### config.mk
export PLATFORM = sky130hd
export DESIGN_NAME = decode_main
export DESIGN_NICKNAME = d
export VERILOG_FILES = /design/src/logic/decode_pkg.sv /design/src/logic/decode_main.sv /design/src/logic/decode_stage_reg.sv /design/src/logic/bank_translate.sv /design/src/logic/decode_fields.sv
export VERILOG_INCLUDE_DIRS = /design/src /design/src/logic
export SDC_FILE = /design/constraint.sdc
export NUM_CORES = 1
export LEC_CHECK = 0
export BUFFER_PORTS_ARGS = -buffer_cell sky130_fd_sc_hd__buf_4
export CAP_MARGIN = 20
export CORE_UTILIZATION = 44
export DETAILED_ROUTE_END_ITERATION = 8
export PLACE_DENSITY = 0.78
export SLEW_MARGIN = 20
export SYNTH_ARGS = -nofsm -noshare
export SYNTH_HDL_FRONTEND = slang
export SYNTH_SLANG_ARGS = --single-unit
### constraint.sdc
create_clock -name i_clk -period 2.71 [get_ports i_clk]
set_input_delay 0.1355 -clock i_clk [delete_from_list [all_inputs] [get_ports i_clk]]
set_output_delay 0.1355 -clock i_clk [all_outputs]
set_load 0.1 [all_outputs]
### src/logic/decode_macros.svh
/* Decode stage constants.
   Widths, the NV condition, CPSR mode encodings and physical bank bases. */

`ifndef DECODE_MACROS_SVH
`define DECODE_MACROS_SVH

// Register index and data widths.
`define DEC_ARCH_IDX_W          4
`define DEC_PHY_IDX_W           5
`define DEC_WORD_W              32

// Never condition. Used as the pipeline bubble marker.
`define DEC_COND_NV             4'b1111

// CPSR mode field encodings.
`define DEC_MODE_USR            5'b10000
`define DEC_MODE_FIQ            5'b10001
`define DEC_MODE_IRQ            5'b10010
`define DEC_MODE_SVC            5'b10011
`define DEC_MODE_ABT            5'b10111
`define DEC_MODE_UND            5'b11011
`define DEC_MODE_SYS            5'b11111

// First physical index of each banked register group.
// FIQ banks r8-r14, the others bank r13-r14.
`define DEC_PHY_FIQ_BASE        5'd16
`define DEC_PHY_IRQ_BASE        5'd23
`define DEC_PHY_SVC_BASE        5'd25
`define DEC_PHY_ABT_BASE        5'd27
`define DEC_PHY_UND_BASE        5'd29

`endif
### src/logic/decode_pkg.sv
/* Decode stage types.
   Condition, opcode, shift, register index, operand and micro-op formats. */

`include "decode_macros.svh"

package decode_pkg;

        // Basic fields.
        typedef logic [3:0]                     cond_t;
        typedef logic [4:0]                     mode_t;
        typedef logic [`DEC_ARCH_IDX_W-1:0]     arch_idx_t;
        typedef logic [`DEC_PHY_IDX_W-1:0]      phy_idx_t;

        // ARM data-processing opcodes, in encoding order.
        typedef enum logic [3:0] {
                OP_AND, OP_EOR, OP_SUB, OP_RSB,
                OP_ADD, OP_ADC, OP_SBC, OP_RSC,
                OP_TST, OP_TEQ, OP_CMP, OP_CMN,
                OP_ORR, OP_MOV, OP_BIC, OP_MVN
        } alu_op_t;

        // Barrel shifter operations.
        typedef enum logic [1:0] {
                SH_LSL, SH_LSR, SH_ASR, SH_ROR
        } shift_op_t;

        // ------------------------------------------------------------------
        // Operand word. Bit 32 set means constant, clear means register.
        // ------------------------------------------------------------------

        typedef struct packed {
                logic                           is_imm;
                logic [`DEC_WORD_W-1:0]         value;
        } operand_imm_t;

        typedef struct packed {
                logic                                           is_imm;
                logic [`DEC_WORD_W-`DEC_PHY_IDX_W-1:0]          pad;
                phy_idx_t                                       idx;
        } operand_reg_t;

        // Same 33 bits, read as a constant or as an index.
        typedef union packed {
                operand_imm_t   imm;
                operand_reg_t   regs;
        } operand_u;

        // Decoded micro-op handed to execute.
        typedef struct packed {
                cond_t          cond;
                alu_op_t        alu_op;
                logic           flag_update;
                phy_idx_t       dest;
                operand_u       alu_src;
                operand_u       shift_src;
                operand_u       shift_len;
                shift_op_t      shift_op;
        } uop_t;

endpackage

### src/logic/decode_main.sv
/* Decode stage top.
   Field decode, bank translation and the stage register in series. */

`timescale 1ns/1ps

module decode_main (
        input   logic                   i_clk,
        input   logic                   i_reset,

        // Instruction from fetch.
        input   logic [31:0]            i_instruction,
        input   logic                   i_instruction_valid,

        // CPSR state.
        input   decode_pkg::mode_t      i_cpsr_mode,
        input   logic                   i_cpsr_i,
        input   logic                   i_cpsr_f,

        // Interrupt events.
        input   logic                   i_irq,
        input   logic                   i_fiq,
        input   logic                   i_abt,

        // Clears and stalls. High to low priority.
        input   logic                   i_clear_from_writeback,
        input   logic                   i_data_stall,
        input   logic                   i_clear_from_alu,
        input   logic                   i_stall_from_issue,

        output  decode_pkg::uop_t       o_uop,
        output  logic                   o_irq,
        output  logic                   o_fiq,
        output  logic                   o_abt,
        output  logic                   o_und,
        output  logic                   o_swi
);

        import decode_pkg::*;

        uop_t   arch_uop;       // Architectural indices.
        uop_t   phy_uop;        // Physical indices.
        logic   swi_nxt;
        logic   und_nxt;

        // ------------------------------------------------------------------

        decode_fields u_decode_fields (
                .i_instruction          (i_instruction),
                .i_instruction_valid    (i_instruction_valid),
                .o_uop                  (arch_uop),
                .o_swi                  (swi_nxt),
                .o_und                  (und_nxt)
        );

        // Banked register lookup for the current mode.
        bank_translate u_bank_translate (
                .i_uop                  (arch_uop),
                .i_cpsr_mode            (i_cpsr_mode),
                .o_uop                  (phy_uop)
        );

        decode_stage_reg u_decode_stage_reg (
                .i_clk                  (i_clk),
                .i_reset                (i_reset),
                .i_clear_from_writeback (i_clear_from_writeback),
                .i_data_stall           (i_data_stall),
                .i_clear_from_alu       (i_clear_from_alu),
                .i_stall_from_issue     (i_stall_from_issue),
                .i_uop                  (phy_uop),
                .i_instruction_valid    (i_instruction_valid),
                .i_swi                  (swi_nxt),
                .i_und                  (und_nxt),
                .i_irq                  (i_irq),
                .i_fiq                  (i_fiq),
                .i_abt                  (i_abt),
                .i_cpsr_i               (i_cpsr_i),
                .i_cpsr_f               (i_cpsr_f),
                .o_uop                  (o_uop),
                .o_irq                  (o_irq),
                .o_fiq                  (o_fiq),
                .o_abt                  (o_abt),
                .o_und                  (o_und),
                .o_swi                  (o_swi)
        );

endmodule

### src/logic/decode_stage_reg.sv
/* Decode pipeline register.
   Prioritized clear/stall handling and interrupt masking. */

`timescale 1ns/1ps

`include "decode_macros.svh"

module decode_stage_reg (
        input   logic                   i_clk,
        input   logic                   i_reset,

        // Clears and stalls. High to low priority.
        input   logic                   i_clear_from_writeback,
        input   logic                   i_data_stall,
        input   logic                   i_clear_from_alu,
        input   logic                   i_stall_from_issue,

        // Next state from decode.
        input   decode_pkg::uop_t       i_uop,
        input   logic                   i_instruction_valid,
        input   logic                   i_swi,
        input   logic                   i_und,

        // Interrupt events and CPSR masks.
        input   logic                   i_irq,
        input   logic                   i_fiq,
        input   logic                   i_abt,
        input   logic                   i_cpsr_i,
        input   logic                   i_cpsr_f,

        output  decode_pkg::uop_t       o_uop,
        output  logic                   o_irq,
        output  logic                   o_fiq,
        output  logic                   o_abt,
        output  logic                   o_und,
        output  logic                   o_swi
);

        logic   irq_nxt;
        logic   fiq_nxt;
        logic   abt_nxt;
        logic   do_clear;
        logic   do_hold;

        // Interrupts pass only while unmasked.
        assign irq_nxt  = i_irq & ~i_cpsr_i;
        assign fiq_nxt  = i_fiq & ~i_cpsr_f;
        // Abort belongs to a real instruction.
        assign abt_nxt  = i_abt & i_instruction_valid;

        // ------------------------------------------------------------------
        // Priority. WB clear, data stall, ALU clear, issue stall, update.
        // ------------------------------------------------------------------

        // ALU clear loses to a data stall.
        assign do_clear = i_clear_from_writeback | (~i_data_stall & i_clear_from_alu);
        assign do_hold  = ~do_clear & (i_data_stall | i_stall_from_issue);

        always_ff @( posedge i_clk )
        begin
                if ( i_reset )
                begin
                        o_uop           <= '0;
                        o_uop.cond      <= `DEC_COND_NV;
                        o_irq           <= 1'b0;
                        o_fiq           <= 1'b0;
                        o_abt           <= 1'b0;
                        o_und           <= 1'b0;
                        o_swi           <= 1'b0;
                end
                else if ( do_clear )
                begin
                        // Bubble. Payload fields keep their values.
                        o_uop.cond      <= `DEC_COND_NV;
                        o_irq           <= 1'b0;
                        o_fiq           <= 1'b0;
                        o_abt           <= 1'b0;
                        o_und           <= 1'b0;
                        o_swi           <= 1'b0;
                end
                else if ( !do_hold )
                begin
                        o_uop           <= i_uop;
                        o_irq           <= irq_nxt;
                        o_fiq           <= fiq_nxt;
                        o_abt           <= abt_nxt;
                        o_und           <= i_und;
                        o_swi           <= i_swi;
                end
        end

endmodule

### src/logic/bank_translate.sv
/* Register bank translator.
   Maps architectural register numbers to physical ones for the CPU mode. */

`timescale 1ns/1ps

`include "decode_macros.svh"

module bank_translate (
        input   decode_pkg::uop_t       i_uop,
        input   decode_pkg::mode_t      i_cpsr_mode,
        output  decode_pkg::uop_t       o_uop
);

        import decode_pkg::*;

        // ------------------------------------------------------------------
        // Index map. Only the low 4 bits carry the architectural number.
        // ------------------------------------------------------------------

        function automatic phy_idx_t map_idx ( input phy_idx_t idx, input mode_t mode );
                arch_idx_t      n;
                phy_idx_t       p;
                begin
                        n = idx[`DEC_ARCH_IDX_W-1:0];
                        // Unbanked by default. r15 never banks.
                        p = phy_idx_t'(n);
                        case ( mode )
                        `DEC_MODE_FIQ:
                                if ( n >= 4'd8 && n <= 4'd14 )
                                        p = `DEC_PHY_FIQ_BASE + phy_idx_t'(n - 4'd8);
                        `DEC_MODE_IRQ:
                                if ( n == 4'd13 || n == 4'd14 )
                                        p = `DEC_PHY_IRQ_BASE + phy_idx_t'(n - 4'd13);
                        `DEC_MODE_SVC:
                                if ( n == 4'd13 || n == 4'd14 )
                                        p = `DEC_PHY_SVC_BASE + phy_idx_t'(n - 4'd13);
                        `DEC_MODE_ABT:
                                if ( n == 4'd13 || n == 4'd14 )
                                        p = `DEC_PHY_ABT_BASE + phy_idx_t'(n - 4'd13);
                        `DEC_MODE_UND:
                                if ( n == 4'd13 || n == 4'd14 )
                                        p = `DEC_PHY_UND_BASE + phy_idx_t'(n - 4'd13);
                        default:
                                // USR, SYS and unknown modes stay unbanked.
                                p = phy_idx_t'(n);
                        endcase
                        return p;
                end
        endfunction

        // Constants pass untouched, register views get remapped.
        function automatic operand_u map_operand ( input operand_u op, input mode_t mode );
                operand_u       res;
                begin
                        res = op;
                        if ( !op.regs.is_imm )
                                res.regs.idx = map_idx(op.regs.idx, mode);
                        return res;
                end
        endfunction

        // ------------------------------------------------------------------

        always_comb
        begin
                o_uop           = i_uop;
                // Destination is always a register.
                o_uop.dest      = map_idx(i_uop.dest, i_cpsr_mode);
                o_uop.alu_src   = map_operand(i_uop.alu_src, i_cpsr_mode);
                o_uop.shift_src = map_operand(i_uop.shift_src, i_cpsr_mode);
                o_uop.shift_len = map_operand(i_uop.shift_len, i_cpsr_mode);
        end

endmodule

### src/logic/decode_fields.sv
/* Instruction field decoder.
   Splits an ARM word into an architectural micro-op, flags SWI and undefined. */

`timescale 1ns/1ps

`include "decode_macros.svh"

module decode_fields (
        input   logic [31:0]            i_instruction,
        input   logic                   i_instruction_valid,
        output  decode_pkg::uop_t       o_uop,
        output  logic                   o_swi,
        output  logic                   o_und
);

        import decode_pkg::*;

        // Architectural register fields.
        arch_idx_t      rn;
        arch_idx_t      rd;
        arch_idx_t      rs;
        arch_idx_t      rm;

        assign rn = i_instruction[19:16];
        assign rd = i_instruction[15:12];
        assign rs = i_instruction[11:8];
        assign rm = i_instruction[3:0];

        // ------------------------------------------------------------------
        // Class decode and field extraction.
        // ------------------------------------------------------------------

        always_comb
        begin
                // Defaults. Register operands point at r0.
                o_uop           = '0;
                o_uop.cond      = i_instruction[31:28];
                o_swi           = 1'b0;
                o_und           = 1'b0;

                if ( &i_instruction[27:24] )
                begin
                        // Software interrupt. Execute checks the condition.
                        o_swi = 1'b1;
                end
                else if ( i_instruction[27:26] == 2'b00 )
                begin
                        // Data processing.
                        o_uop.alu_op            = alu_op_t'(i_instruction[24:21]);
                        o_uop.flag_update       = i_instruction[20];
                        o_uop.dest              = phy_idx_t'(rd);
                        o_uop.alu_src.regs.idx  = phy_idx_t'(rn);

                        if ( i_instruction[25] )
                        begin
                                // 8-bit constant rotated right by 2 * rot.
                                o_uop.shift_src.imm.is_imm      = 1'b1;
                                o_uop.shift_src.imm.value       =
                                        `DEC_WORD_W'(i_instruction[7:0]);
                                o_uop.shift_op                  = SH_ROR;
                                o_uop.shift_len.imm.is_imm      = 1'b1;
                                o_uop.shift_len.imm.value       =
                                        `DEC_WORD_W'({i_instruction[11:8], 1'b0});
                        end
                        else
                        begin
                                // Rm through the shifter.
                                o_uop.shift_src.regs.idx        = phy_idx_t'(rm);
                                o_uop.shift_op  = shift_op_t'(i_instruction[6:5]);

                                if ( i_instruction[4] && i_instruction[7] )
                                begin
                                        // Multiply/extension space, not handled.
                                        o_und = 1'b1;
                                end
                                else if ( i_instruction[4] )
                                begin
                                        // Shift amount from Rs.
                                        o_uop.shift_len.regs.idx = phy_idx_t'(rs);
                                end
                                else
                                begin
                                        // 5-bit immediate shift amount.
                                        o_uop.shift_len.imm.is_imm      = 1'b1;
                                        o_uop.shift_len.imm.value       =
                                                `DEC_WORD_W'(i_instruction[11:7]);
                                end
                        end
                end
                else
                begin
                        // Loads, stores, branches and the rest.
                        o_und = 1'b1;
                end

                // No instruction. Turn into a bubble.
                if ( !i_instruction_valid )
                begin
                        o_uop.cond      = `DEC_COND_NV;
                        o_swi           = 1'b0;
                        o_und           = 1'b0;
                end
        end

endmodule

# Word level (Yosys, flattened, before mapping)
# Index checks and enable logic that the tools add are counted.
[classes]
magnitude_cmp = 8
muxes = 43
bitwise_logic = 12
eq_ne = 13
n_reduce_logical = 13
addsub = 28
[op_table]
columns = ["cell", "count"]
rows = [
  ["two-way mux 72 bit", 2],
  ["two-way mux 5 bit", 23],
  ["adder 5 bit (first input constant)", 20],
  ["one-hot mux 5 bit (5 select lines)", 4],
  ["two-way mux 28 bit", 2],
  ["two-way mux 40 bit", 1],
  ["subtractor 4 x 4 -> 5 bit (second input constant)", 8],
  ["two-way mux 33 bit", 1],
  ["equality test 4 bit (second input constant)", 8],
  ["equality test 5 bit (second input constant)", 5],
  ["two-way mux 10 bit", 2],
  ["greater-or-equal comparator 4 bit (second input constant)", 4],
  ["<= comparator 4 bit (second input constant)", 4],
  ["two-way mux 1 bit", 7],
  ["bitwise AND 1 bit", 5],
  ["logical AND 1 bit", 5],
  ["NOT 1 bit", 5],
  ["logical OR 1 bit", 4],
  ["two-way mux 4 bit", 1],
  ["AND reduction 4 bit", 1],
  ["logical NOT 2 bit", 1],
  ["bitwise OR 1 bit", 2],
  ["AND reduction 2 bit", 1],
  ["OR reduction 2 bit", 1],
]
[totals]
elab_cells = 130
out_inout_bits = 120
input_bits = 49
reg_bits = 92

# Logic depth before layout (Yosys ltp)
[logic_depth]
ltp_word = 10
mapped_depth = 13
depth_no_buf = 11

# Hierarchy
# A second synthesis with hierarchy kept.
[hier_totals]
hier_cells = 1069
hier_area_um2 = 7972.6
[modules_own_cells]
columns = ["module", "n_inst", "cells_per_inst", "area_each_um2"]
rows = [
  ["decode_stage_reg", 1, 509, 4180.3],
  ["bank_translate", 1, 420, 2846.5],
  ["decode_fields", 1, 140, 945.9],
]

# Worst setup path after synthesis
# No wires, ideal clock.
[synth_timing]
path_kind = "input to register"
start = "in i_instruction[27]"
end = "reg, netlist name u_decode_stage_reg.o_uop[70]"
cell_stages = 12
setup_slack_ns = 0.191
t_arrival_ns = 2.449
n_path_buf = 3
path_cell_list = "buf_2 nor2_2 clkbuf_1 clkbuf_1 and2_1 inv_1 ha_1 xnor2_1 xor2_1 mux2i_1 o211ai_1 a21oi_1"
[synth_between]
elab_chain_cells = 7
elab_cells_between_ends = 23
[synth_lines]
columns = ["item", "line", "rtl"]
rows = [
  ["start, declared", "decode_main.sv:11", "input logic [31:0] i_instruction,"],
  ["logical NOT 2 bit", "decode_fields.sv:46", "else if ( i_instruction[27:26] == 2'b00 )"],
  ["two-way mux 72 bit", "decode_fields.sv:46", ""],
  ["two-way mux 72 bit (*)", "decode_fields.sv:41", "if ( &i_instruction[27:24] )"],
  ["subtractor 4 x 4 -> 5 bit, or another cell as far along", "n/a", ""],
  ["adder 5 bit (no source line), or another cell as far along", "n/a", ""],
  ["two-way mux 5 bit, on equally long branches", "n/a", ""],
  ["one-hot mux 5 bit (5 select lines) (*)", "bank_translate.sv:27", "case ( mode )"],
]
# Every way passes the cells marked *; elsewhere a longest branch is shown, timed or not.
# A chain may end at the register's enable or synchronous reset.

# Worst setup path in the final report
[layout_timing]
start = "in i_instruction[7]"
end = "reg, netlist name u_decode_stage_reg.o_uop[6]"
[layout_between]
elab_chain_cells = 10
elab_cells_between_ends = 26
[layout_lines]
columns = ["item", "line", "rtl"]
rows = [
  ["two-way mux 5 bit or logical AND 1 bit (tied branches)", "decode_fields.sv:76, decode_fields.sv:71", ""],
  ["two-way mux 33 bit (*)", "decode_fields.sv:71", "if ( i_instruction[4] && i_instruction[7] )"],
  ["two-way mux 40 bit (*)", "decode_fields.sv:54", "if ( i_instruction[25] )"],
  ["two-way mux 72 bit (*)", "decode_fields.sv:46", ""],
  ["two-way mux 72 bit (*)", "decode_fields.sv:41", ""],
  ["subtractor 4 x 4 -> 5 bit, or another cell as far along", "n/a", ""],
  ["adder 5 bit (no source line), or another cell as far along", "n/a", ""],
  ["two-way mux 5 bit, on equally long branches", "n/a", ""],
  ["one-hot mux 5 bit (5 select lines)", "bank_translate.sv:27", ""],
  ["two-way mux 5 bit (*)", "bank_translate.sv:56", "if ( !op.regs.is_imm )"],
]
# Marked as above.

==> flow_metrics.env <==
export IMPL_period_needed_ps=2204
export IMPL_cts_tree="yes"
export IMPL_initial_core_util_pct=45.33
export IMPL_max_stage_delay_ps=380
export IMPL_clock_power_share_pct=29.4
export IMPL_drc=0
export IMPL_swShare_pct=46.20
export IMPL_synth_compound_area_share_pct=23.12
export IMPL_grt_total_usage_pct=22.89
export IMPL_cp_top_family="compound AO/OA/AOI/OAI gates"
export IMPL_intPower_w=0.001129
export IMPL_port_buffers=89
export IMPL_nNetsFinal=685
export IMPL_ios=169
export IMPL_place_ws_ps=238.5
export IMPL_setup_worst_path_class="in -> reg"
export IMPL_hold_class="in -> reg"
export IMPL_n_antenna_cell=0
export IMPL_rsz0062_at_grt="false"
export IMPL_synth_xor_area_share_pct=4.358
export IMPL_routedWlPerCell_um=14.67
export IMPL_cts_root_buf="clkbuf_8"
export IMPL_gp_congestion=0.8855
export IMPL_seqPwrFrac_pct=29.2
export IMPL_synth_edf_count=0
export IMPL_crit_path_top_delay_cell="a2111oi_0"
export IMPL_post_cts_resized=0
export IMPL_htree_levels=2
export IMPL_clockBufferDepth=2
export IMPL_skew_ps=0
export IMPL_grt_pass1_vias=3417
export IMPL_setup_tns_final_ps=0
export IMPL_drt_wl_total_mm=10.68
export IMPL_dr_pass1_iters=5
export IMPL_critPathArrivalTime_ps=2420
export IMPL_ant_nets=0
export IMPL_ys_seq_area_share_pct=20.87
export IMPL_path_common_cell="buf_4"
export IMPL_viasPerCell=5.372
export IMPL_final_layout_size_suffix_gt1_share_pct=20.48
export IMPL_cap_violations=0
export IMPL_cts_setup_buffers=0
export IMPL_synth_area_mux_share_pct=1.590
export IMPL_relSlewSlack_pct=63.50
export IMPL_num_vias=3911
export IMPL_power_density_nw_per_um2=459.4
export IMPL_path_clk_slew_ps=90
export IMPL_synth_simple_gate_area_share_pct=24.62
export IMPL_timing_critical_path_buf_inv=3
export IMPL_syn_inst=539
export IMPL_fp_row_count=34
export IMPL_dr_first_iter_drc_count=192
export IMPL_fin_util_pct=52.62
export IMPL_fmax_mhz=453.8
export IMPL_crit_path_start_kind="input port"
export IMPL_antenna_found_initial=1
export IMPL_crit_fanout=7
export IMPL_worstPathRequired_ps=2930
export IMPL_endpoint_kind="flip-flop"
export IMPL_die_y_um=96.56
export IMPL_grt_max_degree=38
export IMPL_dieWidth_um=96.56
export IMPL_synthArstFlopShare_pct=0
export IMPL_numClockSinks=41
export IMPL_finalWorstSetupSlack_ps=506.4
export IMPL_grt_first_pass_wirelength_mm=16.53
export IMPL_cts_hold_buf=0
export IMPL_ys_ff_latch=41
export IMPL_setup_viol=0
export IMPL_finalHoldViolCount=0
export IMPL_synth_distinct_cells=72
export IMPL_areaGrowthSynthToFinish_pct=16.09
export IMPL_cts_made_buffers=5
export IMPL_fillCellCount=849
export IMPL_clk_latency_ps=300
export IMPL_leakagePower_nw=2.022
export IMPL_slew_violations=0
export IMPL_yosysWarnings=0
export IMPL_multi_input_area_um2=2621
export IMPL_combPwrFrac_pct=41.5
export IMPL_ir_drop_uv=220.5
export IMPL_worstPathCellList="buf_4 -> nor4bb_1 -> a21oi_1 -> nor2_1 -> inv_1 -> ha_1 -> buf_4 -> o31a_1 -> a2111oi_0 -> a31o_1 -> a31oi_1 -> o41ai_2"
export IMPL_fin_crit_sh_pct=81.31
export IMPL_synth_top_family_by_area="simple AND/OR/NAND/NOR gates"
export IMPL_outcome="finished clean"
export IMPL_netlist_area_um2=3934
export IMPL_syn_avg_cell_area_um2=7.298
export IMPL_design_core_area_um2=8678
export IMPL_seq_area_um2=820.8
export IMPL_hpwl_mm=8.144
export IMPL_synth_fa_ha_area_share_pct=5.407
export IMPL_grt_overflow=0
export IMPL_ys_flop_type="dfxtp_1"
export IMPL_p_sw_w=0.0009691
export IMPL_tightest_slew_ps=541.8
export IMPL_die_area_um2=9323
-- through the flow --
stage	instances	cell area, µm²	total power, W	hold WS, ps
floorplan	617	4227	0.001436	283.8
global placement	720	4429	0.001485	386.0
detailed placement	720	4429	0.001488	390.9
CTS	728	4567	0.002101	78.02
global route	728	4567	0.002176	82.86
finish	728	4567	0.002098	83.05
-- power by group through the flow --
stage	clock network [W]	logic [W]	registers [W]
after global routing	0.000649	0.000915	0.000613
after floorplan	0	0.000765	0.000671
after CTS	0.000625	0.000865	0.000612
final	0.000616	0.000870	0.000612
after global placement	0	0.000859	0.000626
after detailed placement	0	0.000862	0.000626
-- cell families (layout without fill, tap and decap cells) --
logic type               count (synthesis)  count (layout)
multiplexers                             6               6
XOR/XNOR                                18              18
other                                    1              79
flip-flops                              41              41
buffers and inverters                  128             131
adder cells (fa/ha/maj)                 17              17
AND/OR/NAND/NOR                        189             189
AO/OA/AOI/OAI                          139             139
-- routing by layer --
metal	part of all wire (%)	up-vias	global-route usage, %
met5	0.084	-	0
met4	1.7	2	6.863
li1	-	1916	-
met3	7.4	18	3.443
met1	42	1796	28.62
met2	49	179	40.32
-- sequential cells by signal, indices dropped and copies added, names as in the netlist --
register / count
u_decode_stage_reg.o_fiq: 1
u_decode_stage_reg.o_irq: 1
u_decode_stage_reg.o_und: 1
u_decode_stage_reg.o_uop: 36
u_decode_stage_reg.o_abt: 1
u_decode_stage_reg.o_swi: 1
-- cell usage after synthesis (all sizes together), types with 4 or more instances --
| master | instances | area share, % |
|---|---|---|
| a211oi | 5 | 0.95 |
| a21oi | 47 | 6.2 |
| o21ai | 25 | 3.2 |
| o211ai | 8 | 1.5 |
| xor2 | 6 | 1.3 |
| clkbuf | 23 | 2.2 |
| a22oi | 8 | 1.5 |
| nand3 | 18 | 2.4 |
| nor2 | 49 | 4.7 |
| dfxtp | 41 | 21 |
| nand3b | 5 | 0.95 |
| nand2 | 56 | 5.3 |
| mux2i | 4 | 1.0 |
| or3 | 4 | 0.64 |
| a31oi | 10 | 1.6 |
| buf | 86 | 16 |
| inv | 19 | 1.8 |
| nand2b | 4 | 0.64 |
| or2 | 7 | 1.1 |
| nor3b | 8 | 1.8 |
| nor3 | 15 | 2.2 |
| ha | 17 | 5.4 |
| a2111oi | 4 | 0.89 |
| xnor2 | 11 | 2.4 |
-- worst reg2reg max path: cells and delay by family, from the launching register on --
family           cells  cell delay (ps)
AND/OR/NAND/NOR      3              430
AO/OA/AOI/OAI        1              270
flip-flops           1              390
-- worst paths after layout --
check	startpoint	endpoint	slack, ps	cells past startpoint
max	i_instruction[7]	u_decode_stage_reg.o_uop[6]$_SDFFE_PP0P_	510	12
min	i_instruction[6]	u_decode_stage_reg.o_uop[41]$_SDFFE_PP0P_	80	3
max reg2reg	u_decode_stage_reg.o_uop[6]$_SDFFE_PP0P_	u_decode_stage_reg.o_uop[6]$_SDFFE_PP0P_	1540	4
min reg2reg	u_decode_stage_reg.o_swi$_SDFFE_PP0N_	u_decode_stage_reg.o_swi$_SDFFE_PP0N_	450	2
-- cell usage in the layout (no fill, tap or decap), types with 5 or more instances in the layout --
cell	Yosys	final
o21ai_0	21	21
a21oi_1	45	45
nor2_1	48	48
nand2_1	56	56
a31oi_1	10	10
ha_1	17	17
a22oi_1	8	8
nor3b_1	6	6
nand3_1	17	17
o211ai_1	8	8
inv_1	18	18
nor3_1	13	13
clkbuf_8	0	5
dfxtp_1	41	41
xnor2_1	11	11
conb_1	1	79
buf_4	79	104
a211oi_1	5	5
xor2_1	6	6
nand3b_1	5	5
-- layout make-up --
cell class,count,area share (%)
clock inverter,3,1.507
tap,108,2.959
timing repair buffer,104,17.10
multi-input combinational,448,57.40
inverter,19,1.562
sequential,41,17.97
clock buffer,5,1.507
Power figures use the tool's default switching activity.
